--- config.mk ---
export PLATFORM = sky130hd
export DESIGN_NAME = mem_req_decoder
export DESIGN_NICKNAME = d
export VERILOG_FILES = /design/src/design/mem_emu_pkg.sv /design/src/design/mem_req_decoder.sv
export SDC_FILE = /design/constraint.sdc
export NUM_CORES = 1
export LEC_CHECK = 0
export BUFFER_PORTS_ARGS = -buffer_cell sky130_fd_sc_hd__buf_2
export CAP_MARGIN = 20
export CORE_UTILIZATION = 28
export DETAILED_ROUTE_END_ITERATION = 8
export PLACE_DENSITY = 0.89
export SLEW_MARGIN = 20
export SYNTH_ARGS = -nofsm -noshare
export SYNTH_HDL_FRONTEND = slang
export SYNTH_SLANG_ARGS = --single-unit
--- constraint.sdc ---
create_clock -name vclk -period 2.68
set_input_delay 0.402 -clock vclk [all_inputs]
set_output_delay 0.402 -clock vclk [all_outputs]
set_load 0.01 [all_outputs]
--- src/design/mem_emu_pkg.sv ---
// Shared types and constants for the memory emulator
// Array size and answer latency are fixed for every instance
// Addresses are byte addresses; the array is organized in dwords
package mem_emu_pkg;

    // --------------------------------------------------
    // Types
    // --------------------------------------------------
    typedef logic [31:0] addr_t;
    typedef logic [63:0] data_t;
    typedef logic [31:0] ins_t;
    typedef logic [3:0]  tag_t;
    typedef logic [1:0]  size_t;
    typedef logic [7:0]  be_t;
    typedef logic [3:0]  except_code_t;

    // --------------------------------------------------
    // Access sizes
    // --------------------------------------------------
    localparam size_t SZ_BYTE   = 2'd0;
    localparam size_t SZ_HALF   = 2'd1;
    localparam size_t SZ_WORD   = 2'd2;
    localparam size_t SZ_DOUBLE = 2'd3;

    // --------------------------------------------------
    // Memory geometry and latency
    // --------------------------------------------------
    localparam int unsigned MEM_DWORDS = 256;
    localparam int unsigned MEM_BYTES  = MEM_DWORDS * 8;
    // Dword index bits taken from the byte address
    localparam int unsigned MEM_IDX_W  = $clog2(MEM_DWORDS);
    // Enabled stages ahead of the skid register
    localparam int unsigned MEM_LAT_STAGES = 2;

    // --------------------------------------------------
    // Exception causes, RISC-V encoding
    // --------------------------------------------------
    localparam except_code_t E_I_ADDR_MISALIGNED  = 4'd0;
    localparam except_code_t E_I_ACCESS_FAULT     = 4'd1;
    localparam except_code_t E_LD_ADDR_MISALIGNED = 4'd4;
    localparam except_code_t E_LD_ACCESS_FAULT    = 4'd5;
    localparam except_code_t E_ST_ADDR_MISALIGNED = 4'd6;
    localparam except_code_t E_ST_ACCESS_FAULT    = 4'd7;
    // Nothing raised
    localparam except_code_t E_NONE               = 4'd15;

endpackage

--- src/design/mem_req_decoder.sv ---
// Request decode for both ports, purely combinational
// Misalignment wins over an access fault
// Byte enables are zero whenever an exception is raised
module mem_req_decoder (
    input  mem_emu_pkg::addr_t        ins_addr_i,
    input  mem_emu_pkg::addr_t        data_addr_i,
    input  logic                      data_store_i,
    input  mem_emu_pkg::size_t        data_size_i,
    output logic                      ins_except_o,
    output mem_emu_pkg::except_code_t ins_code_o,
    output logic                      data_except_o,
    output mem_emu_pkg::except_code_t data_code_o,
    output mem_emu_pkg::be_t          data_be_o
);

    logic             ins_misal;
    logic             ins_fault;
    logic             data_misal;
    logic             data_fault;
    mem_emu_pkg::be_t size_mask;

    // --------------------------------------------------
    // Instruction fetch, always a word
    // --------------------------------------------------
    assign ins_misal    = ins_addr_i[1:0] != 2'b00;
    assign ins_fault    = ins_addr_i >= mem_emu_pkg::MEM_BYTES;
    assign ins_except_o = ins_misal || ins_fault;

    always_comb begin : p_ins_code
        if (ins_misal) begin
            ins_code_o = mem_emu_pkg::E_I_ADDR_MISALIGNED;
        end else if (ins_fault) begin
            ins_code_o = mem_emu_pkg::E_I_ACCESS_FAULT;
        end else begin
            ins_code_o = mem_emu_pkg::E_NONE;
        end
    end

    // --------------------------------------------------
    // Data access
    // --------------------------------------------------
    // Natural alignment and lane mask per size
    always_comb begin : p_data_size
        case (data_size_i)
            mem_emu_pkg::SZ_BYTE: begin
                data_misal = 1'b0;
                size_mask  = 8'h01;
            end
            mem_emu_pkg::SZ_HALF: begin
                data_misal = data_addr_i[0];
                size_mask  = 8'h03;
            end
            mem_emu_pkg::SZ_WORD: begin
                data_misal = data_addr_i[1:0] != 2'b00;
                size_mask  = 8'h0f;
            end
            default: begin
                data_misal = data_addr_i[2:0] != 3'b000;
                size_mask  = 8'hff;
            end
        endcase
    end

    assign data_fault    = data_addr_i >= mem_emu_pkg::MEM_BYTES;
    assign data_except_o = data_misal || data_fault;

    always_comb begin : p_data_code
        data_code_o = mem_emu_pkg::E_NONE;
        if (data_misal) begin
            data_code_o = data_store_i ? mem_emu_pkg::E_ST_ADDR_MISALIGNED
                                       : mem_emu_pkg::E_LD_ADDR_MISALIGNED;
        end else if (data_fault) begin
            data_code_o = data_store_i ? mem_emu_pkg::E_ST_ACCESS_FAULT
                                       : mem_emu_pkg::E_LD_ACCESS_FAULT;
        end
    end

    // Lanes of the dword touched by the access
    assign data_be_o = data_except_o ? '0 : mem_emu_pkg::be_t'(size_mask << data_addr_i[2:0]);

    // A legal access fits in one dword, one enable per byte
    always_comb begin : p_be_check
        assert (data_except_o || ($countones(data_be_o) == (1 << data_size_i)))
            else $error("byte enables do not match the access size");
    end

endmodule

After elaboration in Yosys (flattened, before gate mapping):

Cells that the tools add are included.

* flip-flop bits (word level): 0
* input port bits: 67
* logic and storage cells: 20

* $lt $le $gt $ge: 2
* equal/unequal tests: 2
* shift-type cells: 1
* multiplexer cells: 9
* reduce and logical (&&, ||, !) cells: 6

Operator list (number)
* $ge A32 B12 Y1 const B: 2
* $pmux W8 S3: 1
* $mux W4: 4
* $mux W8: 1
* $shl A8 B3 Y8: 1
* $mux W2: 2
* $reduce_bool A2 Y1: 2
* $pmux W1 S3: 1
* $reduce_bool A3 Y1: 1
* $eq A2 B1 Y1 const B: 1
* $eq A2 B2 Y1 const B: 1
* $logic_not A2 Y1: 1
* $logic_or A1 B1 Y1: 2

Longest topological paths before layout:

* depth after elaboration: 4
* mapped depth: 6
* gate-level depth less buffers: 4

Worst setup path before layout:

OpenSTA, ideal clock, no wires.

* path type: input port to output port
* start: input port data_addr_i[15]
* end: output port data_be_o[5]
* data arrival time: 1.548 ns
* data required time: 2.278 ns
* path slack: 0.730 ns
* stages on the path: 4
* path buffers: 0
* cells stage by stage: nor4_1 > nand4_1 > or3_4 > a2111oi_2

* longest elaborated chain between the ends: 3

Ends and longest elaborated chain
* start, declared: RTL line mem_req_decoder.sv:6 `input mem_emu_pkg::addr_t data_addr_i,`
* $ge A32 B12 Y1: RTL line mem_req_decoder.sv:64 `assign data_fault = data_addr_i >= mem_emu_pkg::MEM_BYTES;`
* $logic_or A1 B1 Y1: RTL line mem_req_decoder.sv:65 `assign data_except_o = data_misal || data_fault;`
* $mux W8: RTL line mem_req_decoder.sv:79 `assign data_be_o = data_except_o ? '0 : mem_emu_pkg::be_t'(size_mask << data_addr_i[2:0]);`
* end, declared: RTL line mem_req_decoder.sv:13 `output mem_emu_pkg::be_t data_be_o`

Every way passes these cells.

Worst setup path in the final report:

* start: input port data_addr_i[30]
* end: output port data_be_o[5]

The elaborated chain is that of the path after synthesis.

==> flow_summary.yaml <==
synthesis:
  seq_area_frac_synth_pct: 0
  synthTopCellsByArea: "nor4_1 (12%), nor3_2 (9.7%), buf_6 (8.2%)"
  synth_top_cell_area_share_pct: 12.1
  synth_top_cell_by_area: "nor4_1"
  netlist_instances: 62
  syn_area_um2: 414
  ys_types: 29
  syn_nets: 129
  yosys-top-cells-count: "nor2_1 (8), nor4_1 (8), a21oi_1 (4), nor3_2 (4)"
  syn_avg_cell_area_um2: 6.68
  yosys_warnings: 0
final_layout:
  fillers: 133
  finalInstanceArea_um2: 701
  area_delta_synth_final_pct: 69.2
  fin_util_pct: 52.5
  area.sequential_um2: 0
  antennaDiodeCount: 0
  clockBufferCount: 0
  seq_cell_count: 0
  drive_above_1_share_pct: 65.8
  nets: 189
  multiInputGateArea_um2: 332
grt:
  grt-ovfl-total: 0
  grt_usage_pct: 15.3
  grt_pass1_vias: 512
  antenna_found_initial: 0
  grt_pass1_wl_um: 1810
  grt_max_degree: 14
worst_setup_path:
  crit_path_start_kind: "primary input"
  critPathArrivalTime_ns: 1.90
  worstSetupPathType: "primary input to primary output"
  worstPathMaxFanout: 11
  cp_data_required_time_ns: 2.28
  worstSetupEndpointType: "primary output"
power_and_ir_drop:
  total_power_mw: 0.0743
  power_density_mw_per_mm2: 106
  p_seq_share_pct: 0
  intPower_mw: 0.0386
  clkPwrFrac_pct: 0
  p_leak_nw: 0.372
  combinationalPowerShare_pct: 100.0
  switchingPower_mw: 0.0357
  swShare_pct: 48.0
  max-vdd-ir-drop_uv: 63.6
timing:
  fin_ws_ns: 0.377
  worstMarginPinSlew_ns: 0.518
  min_period_ns: 2.30
  fmax_ghz: 0.434
  rsz0062_at_grt: "false"
  finalMaxSlewViolations: 0
  setup_viol: 0
  setup_tns_ns: 0
  slew_headroom_pct: 65.2
  hold_viol: 0
  period_share_pct: 85.9
worst_hold_path:
  holdPathEnd: "ins_code_o[0]"
  whs_path_depth: 3
  hold_path.class: "primary input to primary output"
  min_from: "ins_addr_i[1]"
detailed_routing:
  drc_errors: 0
  ant_nets: 0
  drtPass1Iterations: 4
  wl_per_cell_um: 11.0
  dr.first_iter.drc_count: 3
  vias: 696
  drt-total-wl_um: 1480
  viasPerCell: 5.16
place:
  hpwlAfterDp_um: 1270
  place_ws_ns: 0.376
  gp_congestion: 0.774
  io_buffers: 67
  place_area_um2: 701
floorplan:
  row_count: 13
  dieArea_mm2: 0.00164
  fp.dieH_um: 40.5
  initial_utilization_pct: 31.1
  core_mm2: 0.00133
  die_w_um: 40.5
  io_pins: 85
run_status:
  outcome: "completed"
flow_run:
  drv_cap: 0
clock_tree:
  postCtsSetupRepairBufs: 0
  cts_hold_buf: 0
  post_cts_resized: 0
## cells in the final DEF, fill, tap and decap left out
master | Yosys | layout
buf_2 | 0 | 67
or3_4 | 1 | 1
nand4_1 | 2 | 2
nor4_1 | 8 | 8
o21ai_0 | 1 | 1
nor2_1 | 8 | 8
a211oi_1 | 1 | 1
a22oi_1 | 1 | 1
nor4_4 | 1 | 1
a211oi_2 | 1 | 1
a2111oi_2 | 1 | 1
nor3_1 | 3 | 3
inv_1 | 3 | 3
o21a_1 | 2 | 2
inv_2 | 1 | 1
a21oi_1 | 4 | 4
or2_2 | 1 | 1
nand2_1 | 2 | 2
nand2b_1 | 1 | 1
a21oi_2 | 1 | 1
nor3_2 | 4 | 4
mux2_2 | 1 | 1
mux2i_1 | 1 | 1
o21ai_1 | 2 | 2
nand3_1 | 1 | 1
conb_1 | 1 | 1
## worst max-delay path: stages
cell	delay (ns)
buf_2	0.10
nor4_1	0.28
nand4_1	0.13
or3_4	0.45
a2111oi_2	0.35
buf_2	0.19
## power by group through the flow
stage          logic (mW)  clock network [mW]  registers [mW]
2_1_floorplan      0.0365                   0               0
6_report           0.0743                   0               0
3_5_place_dp       0.0747                   0               0
4_1_cts            0.0747                   0               0
5_1_grt            0.0837                   0               0
3_3_place_gp       0.0711                   0               0
## metrics by stage
step,hold WS [ns],std cells
final,1.04,135
after CTS,1.05,135
after detailed placement,1.04,135
after global routing,1.09,135
after global placement,1.04,135
after floorplan,0.854,62
## how the worst max path moves through the flow
| stage | start | end | slack, ns |
|---|---|---|---|
| 2_1_floorplan | data_addr_i[15] | data_be_o[5] | 0.73 |
| 3_3_place_gp | data_addr_i[30] | data_be_o[5] | 0.42 |
| 3_5_place_dp | data_addr_i[30] | data_be_o[5] | 0.38 |
| 4_1_cts | data_addr_i[30] | data_be_o[5] | 0.37 |
| 5_1_grt | data_addr_i[1] | data_be_o[5] | 0.30 |
| 6_report | data_addr_i[30] | data_be_o[5] | 0.38 |
## metal layers
metal / vias to the layer above / global-route usage (%) / share of wire [%]
li1: 341 / - / -
met1: 300 / 13.8 / 34
met2: 55 / 36.5 / 51
met3: 0 / 0.556 / 15
met4: 0 / 0 / 0
met5: - / 0 / 0
## layout make-up
| class | instances | area share, % |
|---|---|---|
| inverter | 4 | 2.14 |
| multi-input combinational | 49 | 47.3 |
| tap | 15 | 2.68 |
| timing repair buffer | 67 | 47.9 |
## cell families (layout without fill, tap and decap cells)
kind of cell | count (synthesis) | after routing | share of synthesized area (%)
buffers and inverters | 13 | 71 | 19.9
muxes | 2 | 2 | 5.14
other | 1 | 1 | 0.905
and+or+nand+nor | 32 | 32 | 49.5
AOI/OAI and AO/OA | 14 | 14 | 24.5
Note: power is estimated with default switching activity, not from simulation.
