## src/design/mem_emu_pkg.sv

```systemverilog
// Shared types and constants for the memory emulator
// Array size and answer latency are fixed for every instance
// Addresses are byte addresses; the array is organized in dwords
package mem_emu_pkg;

    // --------------------------------------------------
    // Types
    // --------------------------------------------------
    typedef logic [31:0] addr_t;
    typedef logic [63:0] data_t;
    typedef logic [31:0] ins_t;
    typedef logic [3:0]  tag_t;
    typedef logic [1:0]  size_t;
    typedef logic [7:0]  be_t;
    typedef logic [3:0]  except_code_t;

    // --------------------------------------------------
    // Access sizes
    // --------------------------------------------------
    localparam size_t SZ_BYTE   = 2'd0;
    localparam size_t SZ_HALF   = 2'd1;
    localparam size_t SZ_WORD   = 2'd2;
    localparam size_t SZ_DOUBLE = 2'd3;

    // --------------------------------------------------
    // Memory geometry and latency
    // --------------------------------------------------
    localparam int unsigned MEM_DWORDS = 256;
    localparam int unsigned MEM_BYTES  = MEM_DWORDS * 8;
    // Dword index bits taken from the byte address
    localparam int unsigned MEM_IDX_W  = $clog2(MEM_DWORDS);
    // Enabled stages ahead of the skid register
    localparam int unsigned MEM_LAT_STAGES = 2;

    // --------------------------------------------------
    // Exception causes, RISC-V encoding
    // --------------------------------------------------
    localparam except_code_t E_I_ADDR_MISALIGNED  = 4'd0;
    localparam except_code_t E_I_ACCESS_FAULT     = 4'd1;
    localparam except_code_t E_LD_ADDR_MISALIGNED = 4'd4;
    localparam except_code_t E_LD_ACCESS_FAULT    = 4'd5;
    localparam except_code_t E_ST_ADDR_MISALIGNED = 4'd6;
    localparam except_code_t E_ST_ACCESS_FAULT    = 4'd7;
    // Nothing raised
    localparam except_code_t E_NONE               = 4'd15;

endpackage

```

## src/design/mem_ans_pipe.sv

```systemverilog
// Answer path for one port: latency stages, then a two-entry skid
// Answers leave in request order after MEM_LAT_STAGES+1 cycles
// ready_o is low while the spare entry is full or a flush is applied
module mem_ans_pipe (
    input  logic                      clk_i,
    input  logic                      rst_n_i,
    input  logic                      flush_i,
    input  logic                      valid_i,
    input  logic                      ready_i,
    input  mem_emu_pkg::tag_t         tag_i,
    input  mem_emu_pkg::data_t        value_i,
    input  logic                      except_i,
    input  mem_emu_pkg::except_code_t code_i,
    output logic                      valid_o,
    output logic                      ready_o,
    output mem_emu_pkg::tag_t         tag_o,
    output mem_emu_pkg::data_t        value_o,
    output logic                      except_o,
    output mem_emu_pkg::except_code_t code_o
);

    // Latency stages
    logic                      st_valid  [mem_emu_pkg::MEM_LAT_STAGES];
    mem_emu_pkg::tag_t         st_tag    [mem_emu_pkg::MEM_LAT_STAGES];
    mem_emu_pkg::data_t        st_value  [mem_emu_pkg::MEM_LAT_STAGES];
    logic                      st_except [mem_emu_pkg::MEM_LAT_STAGES];
    mem_emu_pkg::except_code_t st_code   [mem_emu_pkg::MEM_LAT_STAGES];

    // Skid spare entry, feeds the output entry
    logic                      sp_valid;
    mem_emu_pkg::tag_t         sp_tag;
    mem_emu_pkg::data_t        sp_value;
    logic                      sp_except;
    mem_emu_pkg::except_code_t sp_code;
    logic                      sp_move;

    // Spare moves on when the output entry is free or being taken
    assign sp_move = sp_valid && (!valid_o || ready_i);
    assign ready_o = (!sp_valid || sp_move) && !flush_i;

    // --------------------------------------------------
    // Latency stages
    // --------------------------------------------------
    always_ff @(posedge clk_i) begin : p_stage_valid
        if (!rst_n_i || flush_i) begin
            for (int i = 0; i < mem_emu_pkg::MEM_LAT_STAGES; i++) begin
                st_valid[i] <= 1'b0;
            end
        end else if (ready_o) begin
            st_valid[0] <= valid_i;
            for (int i = 1; i < mem_emu_pkg::MEM_LAT_STAGES; i++) begin
                st_valid[i] <= st_valid[i-1];
            end
        end
    end

    always_ff @(posedge clk_i) begin : p_stage_data
        if (ready_o) begin
            st_tag[0]    <= tag_i;
            st_value[0]  <= value_i;
            st_except[0] <= except_i;
            st_code[0]   <= code_i;
            for (int i = 1; i < mem_emu_pkg::MEM_LAT_STAGES; i++) begin
                st_tag[i]    <= st_tag[i-1];
                st_value[i]  <= st_value[i-1];
                st_except[i] <= st_except[i-1];
                st_code[i]   <= st_code[i-1];
            end
        end
    end

    // --------------------------------------------------
    // Skid register
    // --------------------------------------------------
    always_ff @(posedge clk_i) begin : p_skid_valid
        if (!rst_n_i || flush_i) begin
            sp_valid <= 1'b0;
            valid_o  <= 1'b0;
        end else begin
            if (ready_o) begin
                sp_valid <= st_valid[mem_emu_pkg::MEM_LAT_STAGES-1];
            end
            if (sp_move) begin
                valid_o <= 1'b1;
            end else if (ready_i) begin
                valid_o <= 1'b0;
            end
        end
    end

    always_ff @(posedge clk_i) begin : p_skid_data
        if (ready_o) begin
            sp_tag    <= st_tag[mem_emu_pkg::MEM_LAT_STAGES-1];
            sp_value  <= st_value[mem_emu_pkg::MEM_LAT_STAGES-1];
            sp_except <= st_except[mem_emu_pkg::MEM_LAT_STAGES-1];
            sp_code   <= st_code[mem_emu_pkg::MEM_LAT_STAGES-1];
        end
        if (sp_move) begin
            tag_o    <= sp_tag;
            value_o  <= sp_value;
            except_o <= sp_except;
            code_o   <= sp_code;
        end
    end

    // A stalled answer holds until it is taken
    property p_ans_hold;
        @(posedge clk_i) disable iff (!rst_n_i)
            valid_o && !ready_i && !flush_i |=>
                valid_o && $stable(tag_o) && $stable(value_o)
                && $stable(except_o) && $stable(code_o);
    endproperty

    a_ans_hold : assert property (p_ans_hold)
        else $error("answer changed while stalled");

endmodule

```

## config.mk

```make
export PLATFORM = sky130hd
export DESIGN_NAME = mem_ans_pipe
export DESIGN_NICKNAME = d
export VERILOG_FILES = /design/src/design/mem_emu_pkg.sv /design/src/design/mem_ans_pipe.sv
export SDC_FILE = /design/constraint.sdc
export NUM_CORES = 1
export LEC_CHECK = 0
export BUFFER_PORTS_ARGS = -buffer_cell sky130_fd_sc_hd__buf_2
export CAP_MARGIN = 20
export CORE_ASPECT_RATIO = 0.8
export CORE_MARGIN = 2
export CORE_UTILIZATION = 59
export DETAILED_ROUTE_END_ITERATION = 8
export GPL_ROUTABILITY_DRIVEN = 0
export PLACE_DENSITY = 0.83
export SLEW_MARGIN = 25
export SYNTH_ARGS = -nofsm -noshare
export SYNTH_HDL_FRONTEND = slang
export SYNTH_SLANG_ARGS = --single-unit
export TNS_END_PERCENT = 20
```

## constraint.sdc

```tcl
create_clock -name clk_i -period 31.2 [get_ports clk_i]
set_clock_uncertainty 0.15 [all_clocks]
set_input_delay 1.56 -clock clk_i [delete_from_list [all_inputs] [get_ports clk_i]]
set_output_delay 1.56 -clock clk_i [all_outputs]
set_load 0.03 [all_outputs]
```

Word level (Yosys, flattened, before mapping)
Memory sizes are Yosys's and may differ from the RTL's. A register that Yosys moved wholly into a read port is not among the register bits.
Index checks and enable logic that the tools add are counted.
{ "totals": {"ff_bits": 74, "ram_bits": 148, "out_inout_bits": 75, "word_cells": 32, "n_memories": 5} }
{ "mem_list": {"columns": ["memory", "words", "word_bits", "read_ports", "rd_clocked_by_memory_dff", "wr", "line", "rtl"], "rows": [
  ["st_value", 2, 64, 2, 1, 2, "mem_ans_pipe.sv:25", "mem_emu_pkg::data_t st_value [mem_emu_pkg::MEM_LAT_STAGES];"],
  ["st_code", 2, 4, 2, 1, 2, "mem_ans_pipe.sv:27", "mem_emu_pkg::except_code_t st_code [mem_emu_pkg::MEM_LAT_STAGES];"],
  ["st_tag", 2, 4, 2, 1, 2, "mem_ans_pipe.sv:24", "mem_emu_pkg::tag_t st_tag [mem_emu_pkg::MEM_LAT_STAGES];"],
  ["st_except", 2, 1, 2, 1, 2, "mem_ans_pipe.sv:26", "logic st_except [mem_emu_pkg::MEM_LAT_STAGES];"],
  ["st_valid", 2, 1, 2, 1, 2, "mem_ans_pipe.sv:23", "logic st_valid [mem_emu_pkg::MEM_LAT_STAGES];"]
]} }
{ "classes": {"mux": 10, "n_bitwise": 2, "reduce_logical": 10} }
{ "op_table": {"columns": ["cell", "n"], "rows": [
  ["2-to-1 mux 1 bit", 10],
  ["logical NOT 1 bit", 4],
  ["logical OR 1 bit", 3],
  ["logical AND 1 bit", 2],
  ["OR 1 bit", 2],
  ["nonzero test 2 bit", 1]
]} }

Longest topological paths before layout
Gate-level depths: netlist of run 1.
{ "depth": {"word_depth": 9, "mapped_depth": 2, "depth_no_buf": 2} }

Worst setup path after synthesis of run 1
Ideal clock, no wire load.
{ "synth_timing": {"path_kind": "input to output", "from": "input port ready_i", "to": "output port ready_o", "arrival_time_ns": 11.191, "t_required_ns": 29.490, "slack_ns": 18.299, "path_stages": 2, "path_buffers": 0, "cell_sequence": "and3b_1 -> nor2_1"} }
{ "synth_via": {"elab_chain_len": 4} }
{ "synth_rtl": {"columns": ["item", "line", "rtl"], "rows": [
  ["start, declared", "mem_ans_pipe.sv:9", "input logic ready_i,"],
  ["logical OR 1 bit", "mem_ans_pipe.sv:38", "assign sp_move = sp_valid && (!valid_o || ready_i);"],
  ["logical AND 1 bit", "mem_ans_pipe.sv:38", null],
  ["logical OR 1 bit", "mem_ans_pipe.sv:39", "assign ready_o = (!sp_valid || sp_move) && !flush_i;"],
  ["logical AND 1 bit", "mem_ans_pipe.sv:39", null],
  ["end, declared", "mem_ans_pipe.sv:15", "output logic ready_o,"]
]} }
Every way passes these cells.

Worst setup path in the final report of run 1
Same ends and word-level chain as after synthesis.

==> results of run 1 <==
Yosys cell counts (all sizes together):
| cell | n |
|---|---|
| and3b | 1 |
| nor2b | 3 |
| nor2 | 1 |
| and3 | 2 |
| edfxtp | 294 |
| nand2 | 1 |
| nand3b | 1 |
| o21a | 2 |
| dfxtp | 2 |
path summary, 6_finish.rpt:
check	endpoint	slack [ns]
max	ready_o	27.12
min	sp_tag[3]	0.26
max reg2reg	sp_value[56]	28.89
min reg2reg	sp_tag[3]	0.26
logic make-up after synthesis:
| kind of cell | synth area share [%] |
|---|---|
| AOI/OAI and AO/OA | 0.1679 |
| DFF | 99.19 |
| and+or+nand+nor | 0.6437 |
cell usage in the layout (no fill, tap or decap), drive strengths merged:
cell type,instances
and3b,1
buf,155
edfxtp,294
o21a,2
clkbuf,32
inv,1
nor2b,3
nand3b,1
dfxtp,2
and3,2
bufinv,6
clkinv,9
nor2,1
nand2,1
sequential cells by signal, indices dropped and copies added, names as in the netlist:
register   flops
code_o         4
valid_o        1
sp_code        4
st_value     128
sp_value      64
st_valid       2
sp_except      1
tag_o          4
st_except      2
value_o       64
st_code        8
sp_valid       1
st_tag         8
sp_tag         4
except_o       1
area by class of cell:
cell class / instances / area [sq um] / share of cell area, %
multi-input combinational: 11 / 87.58 / 0.8008
tap: 189 / 236.5 / 2.162
sequential: 296 / 8869 / 81.09
clock buffer: 32 / 694.4 / 6.349
clock inverter: 16 / 234.0 / 2.139
timing repair buffer: 155 / 815.8 / 7.459
critical path: cells and delay by family:
kind,cells,cell delay (ns)
and+or+nand+nor,2,0.43
buffers and inverters,2,0.37
layer usage:
layer / wire length, um / share of wire [%]
met1: 5355 / 45
met2: 5402 / 45
met3: 961 / 8.1
met4: 204 / 1.7
met5: 0 / 0
metrics by stage:
step	instance area, sq um	instances	hold WS [ns]
5_1_grt	10940	699	0.2680
3_3_place_gp	9981	650	0.2507
6_report	10940	699	0.2572
3_5_place_dp	9981	650	0.2545
2_1_floorplan	8941	307	0.2503
4_1_cts	10910	698	0.2612
power by group:
group	leakage (uW)	switching [uW]	internal, uW
Combinational	0.000664	8.30	4.41
Clock	0.000456	129	209
Sequential	0.00284	5.16	462
Total	0.00396	143	675
==> impl_metrics.tcl, run 1 <==
set metrics [dict create \
    grt_antenna_before_repair 0 \
    syn2layout_area_growth_pct 22.32 \
    grt_usage_pct 14.55 \
    num_io_pins 153 \
    clock_sink_count 296 \
    status "finished, final reports clean" \
    core_area_sq_um 14910 \
    arrival_ns 2.37 \
    setup_slack_ns 27.12 \
    netlist.area_leader.share_pct 98.74 \
    relSlewSlack_pct 37.36 \
    drive_gt1_share_pct 38.82 \
    crit_required_ns 29.49 \
    die_h_um 114.1 \
    initial_core_util_pct 59.95 \
    finalHoldViolCount 0 \
    max_freq_mhz 244.8 \
    setup_viol 0 \
    gr-usage-met3_pct 3.806 \
    syn-cell-area_sq_um 8941 \
    cts_made_buffers 27 \
    cts_tree "done" \
    route.vias.total 3390 \
    hpwl_mm 6.813 \
    finalMaxSlewViolations 0 \
    yosys-top-cells-area "edfxtp_1, dfxtp_1, o21a_1" \
    path_clk_slew_ns 0.07 \
    diodes 0 \
    wirelength_mm 11.92 \
    grt_busiest_layer "met2" \
    reg2regPathDepth 4 \
    nets 569 \
    path_max_fanout 3 \
    yosysTopAreaCell "edfxtp_1" \
    post-route-period-util_pct 13.09 \
    synthCells 307 \
    dpl_worst_slack_ns 27.10 \
    clk_path_buf_depth 3 \
    htreeDepth 1 \
    synth-seq-area-share_pct 99.19 \
    ctsResizeCount 0 \
    fin_crit_ns 4.084 \
    numPortBuffers 152 \
    power_uw 817.4 \
    grt_setup_unrepaired "no" \
    min_from "st_tag[1][3]" \
    finalSetupTns_ns 0 \
    synth_cell_types 10 \
    ir_worst_vdd_mv 0.05649 \
    fill_cells 856 \
    ys_warn_count 0 \
    cts_setup_buffers 0 \
    antenna_left 0 \
    power.leakage_uw 0.003961 \
    drc 0 \
    clk-insertion-delay-late_ns 0.51 \
    cp-end-kind "primary output" \
    drt-initial-drc-count 238 \
    first_pass_iters 4 \
    ctsHoldBuffers 0 \
    use_met1_pct 21.76 \
    ys_ff_latch 296 \
    grt_pass1_vias 3412 \
    met2_usage_pct 21.81 \
    cellPowerDensity_nw_per_um2 74.74 \
    rows 40 \
    wl_per_cell_um 17.06 \
    crit_type "input port to primary output" \
    slowest_stage "buf_2" \
    max_cap_violations 0 \
    die-area_sq_um 16160 \
    rr_startpoint "sp_valid" \
    syn_nets 385 \
    utilization_pct 73.33 \
    max_stage_delay_ns 0.28 \
    syn_avg_cell_area_sq_um 29.12 \
    routed_via_density 4.850 \
    grt_max_degree 219 \
    die_w_um 141.6 \
    critPathLaunch "ready_i" \
    crit_path_frequent_cell "buf_2" \
    hold_depth 0 \
    worst_pin_slew_ns 0.9395 \
    root_buffer "clkbuf_16" \
    cp-start-kind "input port" \
    crit_chain "buf_2 > and3b_1 > nor2_4 > buf_2" \
    grt_pass1_wl_mm 17.61 \
    grt_overflow 0 \
    hold_class "register to register" \
]
Power figures use the tool's default switching activity.
==> run 2: changes to the inputs <==
--- a/config.mk
+++ b/config.mk
@@ -5,14 +5,15 @@
 export SDC_FILE = /design/constraint.sdc
 export NUM_CORES = 1
 export LEC_CHECK = 0
+export ABC_AREA = 1
 export BUFFER_PORTS_ARGS = -buffer_cell sky130_fd_sc_hd__buf_2
 export CAP_MARGIN = 20
 export CORE_ASPECT_RATIO = 0.8
 export CORE_MARGIN = 2
-export CORE_UTILIZATION = 59
+export CORE_UTILIZATION = 55
 export DETAILED_ROUTE_END_ITERATION = 8
 export GPL_ROUTABILITY_DRIVEN = 0
-export PLACE_DENSITY = 0.83
+export PLACE_DENSITY = 0.78
 export SLEW_MARGIN = 25
 export SYNTH_ARGS = -nofsm -noshare
 export SYNTH_HDL_FRONTEND = slang
==> constraint.sdc (replaced) <==
create_clock -name clk_i -period 4.1 [get_ports clk_i]
set_clock_uncertainty 0.15 [all_clocks]
set_input_delay 0.205 -clock clk_i [delete_from_list [all_inputs] [get_ports clk_i]]
set_output_delay 0.205 -clock clk_i [all_outputs]
set_load 0.03 [all_outputs]
==> run 2 against run 1 <==
  * Sequential power rose to 7.5 times the previous value
  * Combinational power rose to 15 times the previous value
  * Register-to-register slack got worse by 27 ns
  * Largest power group unchanged
  * Sequential share of layout area fell by 5.1 points
  * Final area rose by 6.8%
  * Final cell count rose by 16%
  * Via count rose by 9.9%
  * Clock power rose to 6.9 times the previous value
  * First-iteration DRC count rose by 19%
==> impl_metrics.tcl, run 2 <==
set metrics [dict create \
    status "finished, final reports clean" \
    synth-seq-area-share_pct 99.05 \
    yosysTopAreaCell "edfxtp_1" \
    cts_made_buffers 26 \
    regMostFlops "st_value" \
    initial_core_util_pct 56.48 \
    layout_commonest_cell "edfxtp_1" \
    path_max_fanout 140 \
    drt-initial-drc-count 284 \
    drive_gt1_share_pct 33.28 \
    final_cell_mix "edfxtp_1, buf_2, dlygate4sd3_1" \
    root_buffer "clkbuf_16" \
    path_clk_slew_ns 0.06 \
    grt_pass1_vias 3719 \
    finalHoldViolCount 0 \
    die_h_um 118.1 \
    synthArstFlopShare_pct 0 \
    largest_reg_flops 128 \
    core_area_sq_um 15850 \
    grt_max_degree 221 \
    arrival_ns 2.43 \
    hpwl_mm 6.811 \
    cellPowerDensity_nw_per_um2 516.8 \
    ctsResizeCount 0 \
    antenna_left 0 \
    rows 41 \
    crit_type "input port to primary output" \
    synthFlopType "edfxtp_1" \
    wl_per_cell_um 15.63 \
    htreeDepth 1 \
    nets 654 \
    ys_warn_count 0 \
    ir_worst_vdd_mv 0.3733 \
    cts_setup_buffers 0 \
    max_freq_mhz 359.3 \
    grt_usage_pct 14.53 \
    syn_avg_cell_area_sq_um 28.42 \
    route.vias.total 3725 \
    synth_edf_count 294 \
    timing.hold.ws_ns 0.03801 \
    syn2layout_area_growth_pct 30.44 \
    power.leakage_uw 0.004250 \
    ctsHoldBuffers 78 \
    yosys-top-cells-area "edfxtp_1, dfxtp_1, inv_1" \
    cp-start-kind "input port" \
    clock_sink_count 296 \
    grt_antenna_before_repair 0 \
    setup_viol 0 \
    grt_overflow 0 \
    clk_path_buf_depth 3 \
    synth_cell_types 10 \
    ys_ff_latch 296 \
    routed_via_density 4.599 \
    num_io_pins 153 \
    syn-cell-area_sq_um 8954 \
    crit_path_frequent_cell "buf_2" \
    cts_tree "done" \
    netlist.area_leader.share_pct 98.60 \
    crit_chain "dlygate4sd3_1 > buf_2 > inv_1 > nand3_2 > nand2_2 > clkinvlp_4 > buf_12 > buf_16 > buf_2" \
    cp-end-kind "primary output" \
    synth.most_common_cell "edfxtp_1" \
    hold_class "input port to register" \
    synthCells 315 \
    grt_setup_unrepaired "no" \
    top_regs "st_value (128), sp_value (64), value_o (64)" \
    syn_nets 393 \
    reg2reg_slack_ns 1.98 \
    max_stage_delay_ns 0.51 \
    die_w_um 146.7 \
    relSlewSlack_pct 36.16 \
    worst_pin_slew_ns 0.9576 \
    post-route-period-util_pct 67.88 \
    max_cap_violations 0 \
    crit_required_ns 3.74 \
    utilization_pct 73.68 \
    drc 0 \
    numPortBuffers 152 \
    netlist_top_cells_count "edfxtp_1, inv_1, nand2_1" \
    clk-insertion-delay-late_ns 0.51 \
    wirelength_mm 12.66 \
    finalMaxSlewViolations 0 \
    slowest_stage "dlygate4sd3_1" \
    fin_crit_ns 2.783 \
    die-area_sq_um 17320 \
    first_pass_iters 4 \
    grt_pass1_wl_mm 19.45 \
    diodes 0 \
]
run 2: cell types whose count changed after synthesis, moves of 2 or more:
cell,previous run,this run
inv_1,0,6
a21oi_1,0,3
nand2_1,1,4
and3_1,2,0
nor2b_1,2,0
o21a_1,2,0
run 2: final cells by class:
| cell class | instances | area [sq um] |
|---|---|---|
| Timing Repair Buffer | 233 | 1597 |
| Fill cell | 872 | 4173 |
| Clock buffer | 31 | 690.7 |
| Tap cell | 215 | 269.0 |
| Sequential cell | 296 | 8872 |
| Multi-Input combinational cell | 11 | 67.56 |
| Inverter | 8 | 35.03 |
| Clock inverter | 16 | 147.6 |
run 2: logic make-up after synthesis:
family | count (synthesis) | synth area share [%]
flops | 296 | 99.05
simple gates | 8 | 0.4332
buf+inv | 8 | 0.3492
compound gates | 3 | 0.1676
run 2: critical path, delay by kind of cell:
| kind | cells | cell delay (ns) |
|---|---|---|
| buf+inv | 7 | 1.91 |
| simple gates | 2 | 0.19 |
run 2: per-layer routing:
layer / vias up / part of all wire [%] / track usage [%]
met3: 21 / 6.9 / 4.186
met1: 1788 / 42 / 19.88
met4: 0 / 1.9 / 3.883
met2: 129 / 49 / 23.42
li1: 1787 / - / -
met5: - / 0 / 0
run 2: through the flow:
| step | cells | total power [uW] | cell area [sq um] | setup slack [ns] | setup TNS, ns |
|---|---|---|---|---|---|
| 6_report | 810 | 6035 | 11680 | 1.317 | 0 |
| 5_1_grt | 810 | 6242 | 11680 | 1.136 | 0 |
| 4_1_cts | 809 | 6101 | 11650 | 1.334 | 0 |
| 3_5_place_dp | 684 | 3708 | 10030 | 1.877 | 0 |
| 3_3_place_gp | 684 | 3691 | 10030 | 1.966 | 0 |
| 2_1_floorplan | 315 | 3639 | 8967 | -0.4436 | -97.15 |
run 2: final timing paths:
path | start | endpoint | depth (start not counted)
max | ready_i | ready_o | 9
max reg2reg | valid_o | sp_value[43] | 5
min reg2reg | sp_value[21] | value_o[21] | 0
min | flush_i | st_valid[0] | 5
run 2: power by group:
part	internal, uW	switching [uW]
registers	3480	33.1
logic	86.8	98.8
clock network	1380	951
total	4950	1080
==> run 3: changes to the inputs <==
--- a/config.mk
+++ b/config.mk
@@ -5,15 +5,15 @@
 export SDC_FILE = /design/constraint.sdc
 export NUM_CORES = 1
 export LEC_CHECK = 0
-export ABC_AREA = 1
+export ABC_AREA = 0
 export BUFFER_PORTS_ARGS = -buffer_cell sky130_fd_sc_hd__buf_2
 export CAP_MARGIN = 20
 export CORE_ASPECT_RATIO = 0.8
 export CORE_MARGIN = 2
-export CORE_UTILIZATION = 55
+export CORE_UTILIZATION = 49
 export DETAILED_ROUTE_END_ITERATION = 8
 export GPL_ROUTABILITY_DRIVEN = 0
-export PLACE_DENSITY = 0.78
+export PLACE_DENSITY = 0.74
 export SLEW_MARGIN = 25
 export SYNTH_ARGS = -nofsm -noshare
 export SYNTH_HDL_FRONTEND = slang
==> constraint.sdc (replaced) <==
create_clock -name clk_i -period 2.3 [get_ports clk_i]
set_clock_uncertainty 0.15 [all_clocks]
set_input_delay 0.115 -clock clk_i [delete_from_list [all_inputs] [get_ports clk_i]]
set_output_delay 0.115 -clock clk_i [all_outputs]
set_load 0.03 [all_outputs]
==> run 3 against run 2 <==
  * Clock power up 82%
  * Via count is 0.70% higher
  * Non-clock buffer count grew 8
==> impl_metrics.tcl, run 3 (synthesized netlist as in run 1, its figures left out) <==
set metrics [dict create \
    finalMaxSlewViolations 0 \
    die-area_sq_um 19350 \
    hold_depth 2 \
    routed_via_density 4.536 \
    drc 0 \
    path_clk_slew_ns 0.06 \
    crit_type "register to primary output" \
    grt_pass1_wl_mm 19.67 \
    final_cell_mix "edfxtp_1, buf_2, dlygate4sd3_1" \
    cellPowerDensity_nw_per_um2 920.0 \
    dpl_worst_slack_ns 0.4496 \
    route.vias.total 3751 \
    cp-end-kind "primary output" \
    utilization_pct 65.65 \
    die_h_um 124.8 \
    antenna_left 0 \
    cts_tree "done" \
    combPwrFrac_pct 2.7 \
    swShare_pct 17.61 \
    root_buffer "clkbuf_16" \
    wl_met1_mm 5.752 \
    top_regs "st_value (128), sp_value (64), value_o (64)" \
    grt_overflow 0 \
    num_io_pins 153 \
    place_area_sq_um 10120 \
    htreeDepth 1 \
    rows 44 \
    p_switching_uw 1914 \
    status "finished, final reports clean" \
    nets 655 \
    regMostFlops "st_value" \
    arrival_ns 1.92 \
    cts_made_buffers 27 \
    reg2reg_slack_ns 0.49 \
    finalHoldViolCount 0 \
    final_area_sq_um 11820 \
    grt_usage_pct 13.35 \
    largest_reg_flops 128 \
    drt-initial-drc-count 235 \
    die_w_um 155.0 \
    p_clk_share_pct 39.0 \
    ir_worst_vdd_mv 0.6236 \
    setup_viol 0 \
    wl_met3_um 901 \
    crit_required_ns 2.04 \
    hold_class "input port to register" \
    power.leakage_uw 0.004309 \
    worst_pin_slew_ns 0.4377 \
    hpwl_mm 7.170 \
    max_freq_mhz 457.3 \
    grt_setup_unrepaired "no" \
    post-route-period-util_pct 95.07 \
    cp-start-kind "register" \
    timing.hold.ws_ns 0.1619 \
    path_max_fanout 39 \
    fill_cells 1144 \
    grt_pass1_vias 3782 \
    critPathLaunch "sp_valid" \
    wl_met2_mm 6.274 \
    first_pass_iters 4 \
    rr_startpoint "sp_valid" \
    diodes 0 \
    grt_antenna_before_repair 0 \
    fin_crit_ns 2.187 \
    wirelength_mm 13.18 \
    min_from "value_i[40]" \
    numPortBuffers 152 \
    core_area_sq_um 18000 \
    power_frac_seq_pct 58.3 \
    clk_path_buf_depth 3 \
    grt_max_degree 85 \
    relSlewSlack_pct 70.82 \
    max_cap_violations 0 \
    clk-insertion-delay-late_ns 0.51 \
    finalNonFillerCells 827 \
    clock_sink_count 296 \
    syn2layout_area_growth_pct 32.17 \
    top_layer_used "met4" \
    drive_gt1_share_pct 33.67 \
    reg2regPathDepth 4 \
    setup_slack_ns 0.1133 \
    layout_commonest_cell "edfxtp_1" \
    placed_cells 695 \
    wl_per_cell_um 15.93 \
    p_int_uw 8958 \
    initial_core_util_pct 49.67 \
]
## run 3: changes by cell type in the layout (fill, tap and decap cells not counted), moves of 3 or more
cell / before / now
clkinv_1: 8 / 3
inv_1: 5 / 0
buf_12: 1 / 4
clkbuf_1: 4 / 11
## run 3: repair_timing
action                     4_1_cts  5_1_grt
hold buffers                    80        0
buffers inserted                 0        2
pin swaps                        0        1
resized for setup                1        0
gates cloned                     0        1
setup endpoints to repair        1        1
hold endpoints to repair       104        0
## run 3: power by group through the flow
stage / logic, uW / clock network (uW) / registers [uW]
2_1_floorplan: 59.7 / 0 / 6440
3_3_place_gp: 175 / 0 / 6430
3_5_place_dp: 183 / 0 / 6450
4_1_cts: 288 / 4370 / 6330
5_1_grt: 323 / 4570 / 6360
6_report: 298 / 4240 / 6330
## run 3: layer usage
layer	global-route usage [%]	up-vias
met1	18.35	1795
met5	0	-
met3	3.688	24
met2	21.20	139
li1	-	1793
met4	3.976	0
## run 3: through the flow
step | total power [uW] | TNS, ns
finish | 10870 | 0
global route | 11250 | 0
global placement | 6603 | 0
detailed placement | 6632 | 0
floorplan | 6502 | -648.59
CTS | 10990 | 0
## run 3: critical path: stages, from the launching register on
cell	delay, ns
dfxtp_1	0.34
and3b_2	0.26
nor2_4	0.16
buf_12	0.19
buf_16	0.22
buf_2	0.23
## run 3: area by class of cell
cell class	instances	area, sq um	area share, %
Clock buffer	39	730.7	6.183
Clock inverter	10	121.4	1.027
Multi-Input combinational cell	11	88.84	0.7517
Sequential cell	296	8872	75.08
Tap cell	230	287.8	2.435
Timing Repair Buffer	241	1717	14.53
## run 3: worst paths after layout
| kind | endpoint |
|---|---|
| worst max register to register | st_value[1][51] |
| worst min register to register | st_value[1][27] |
| worst min-delay path | st_value[0][40] |
| worst max-delay path | ready_o |
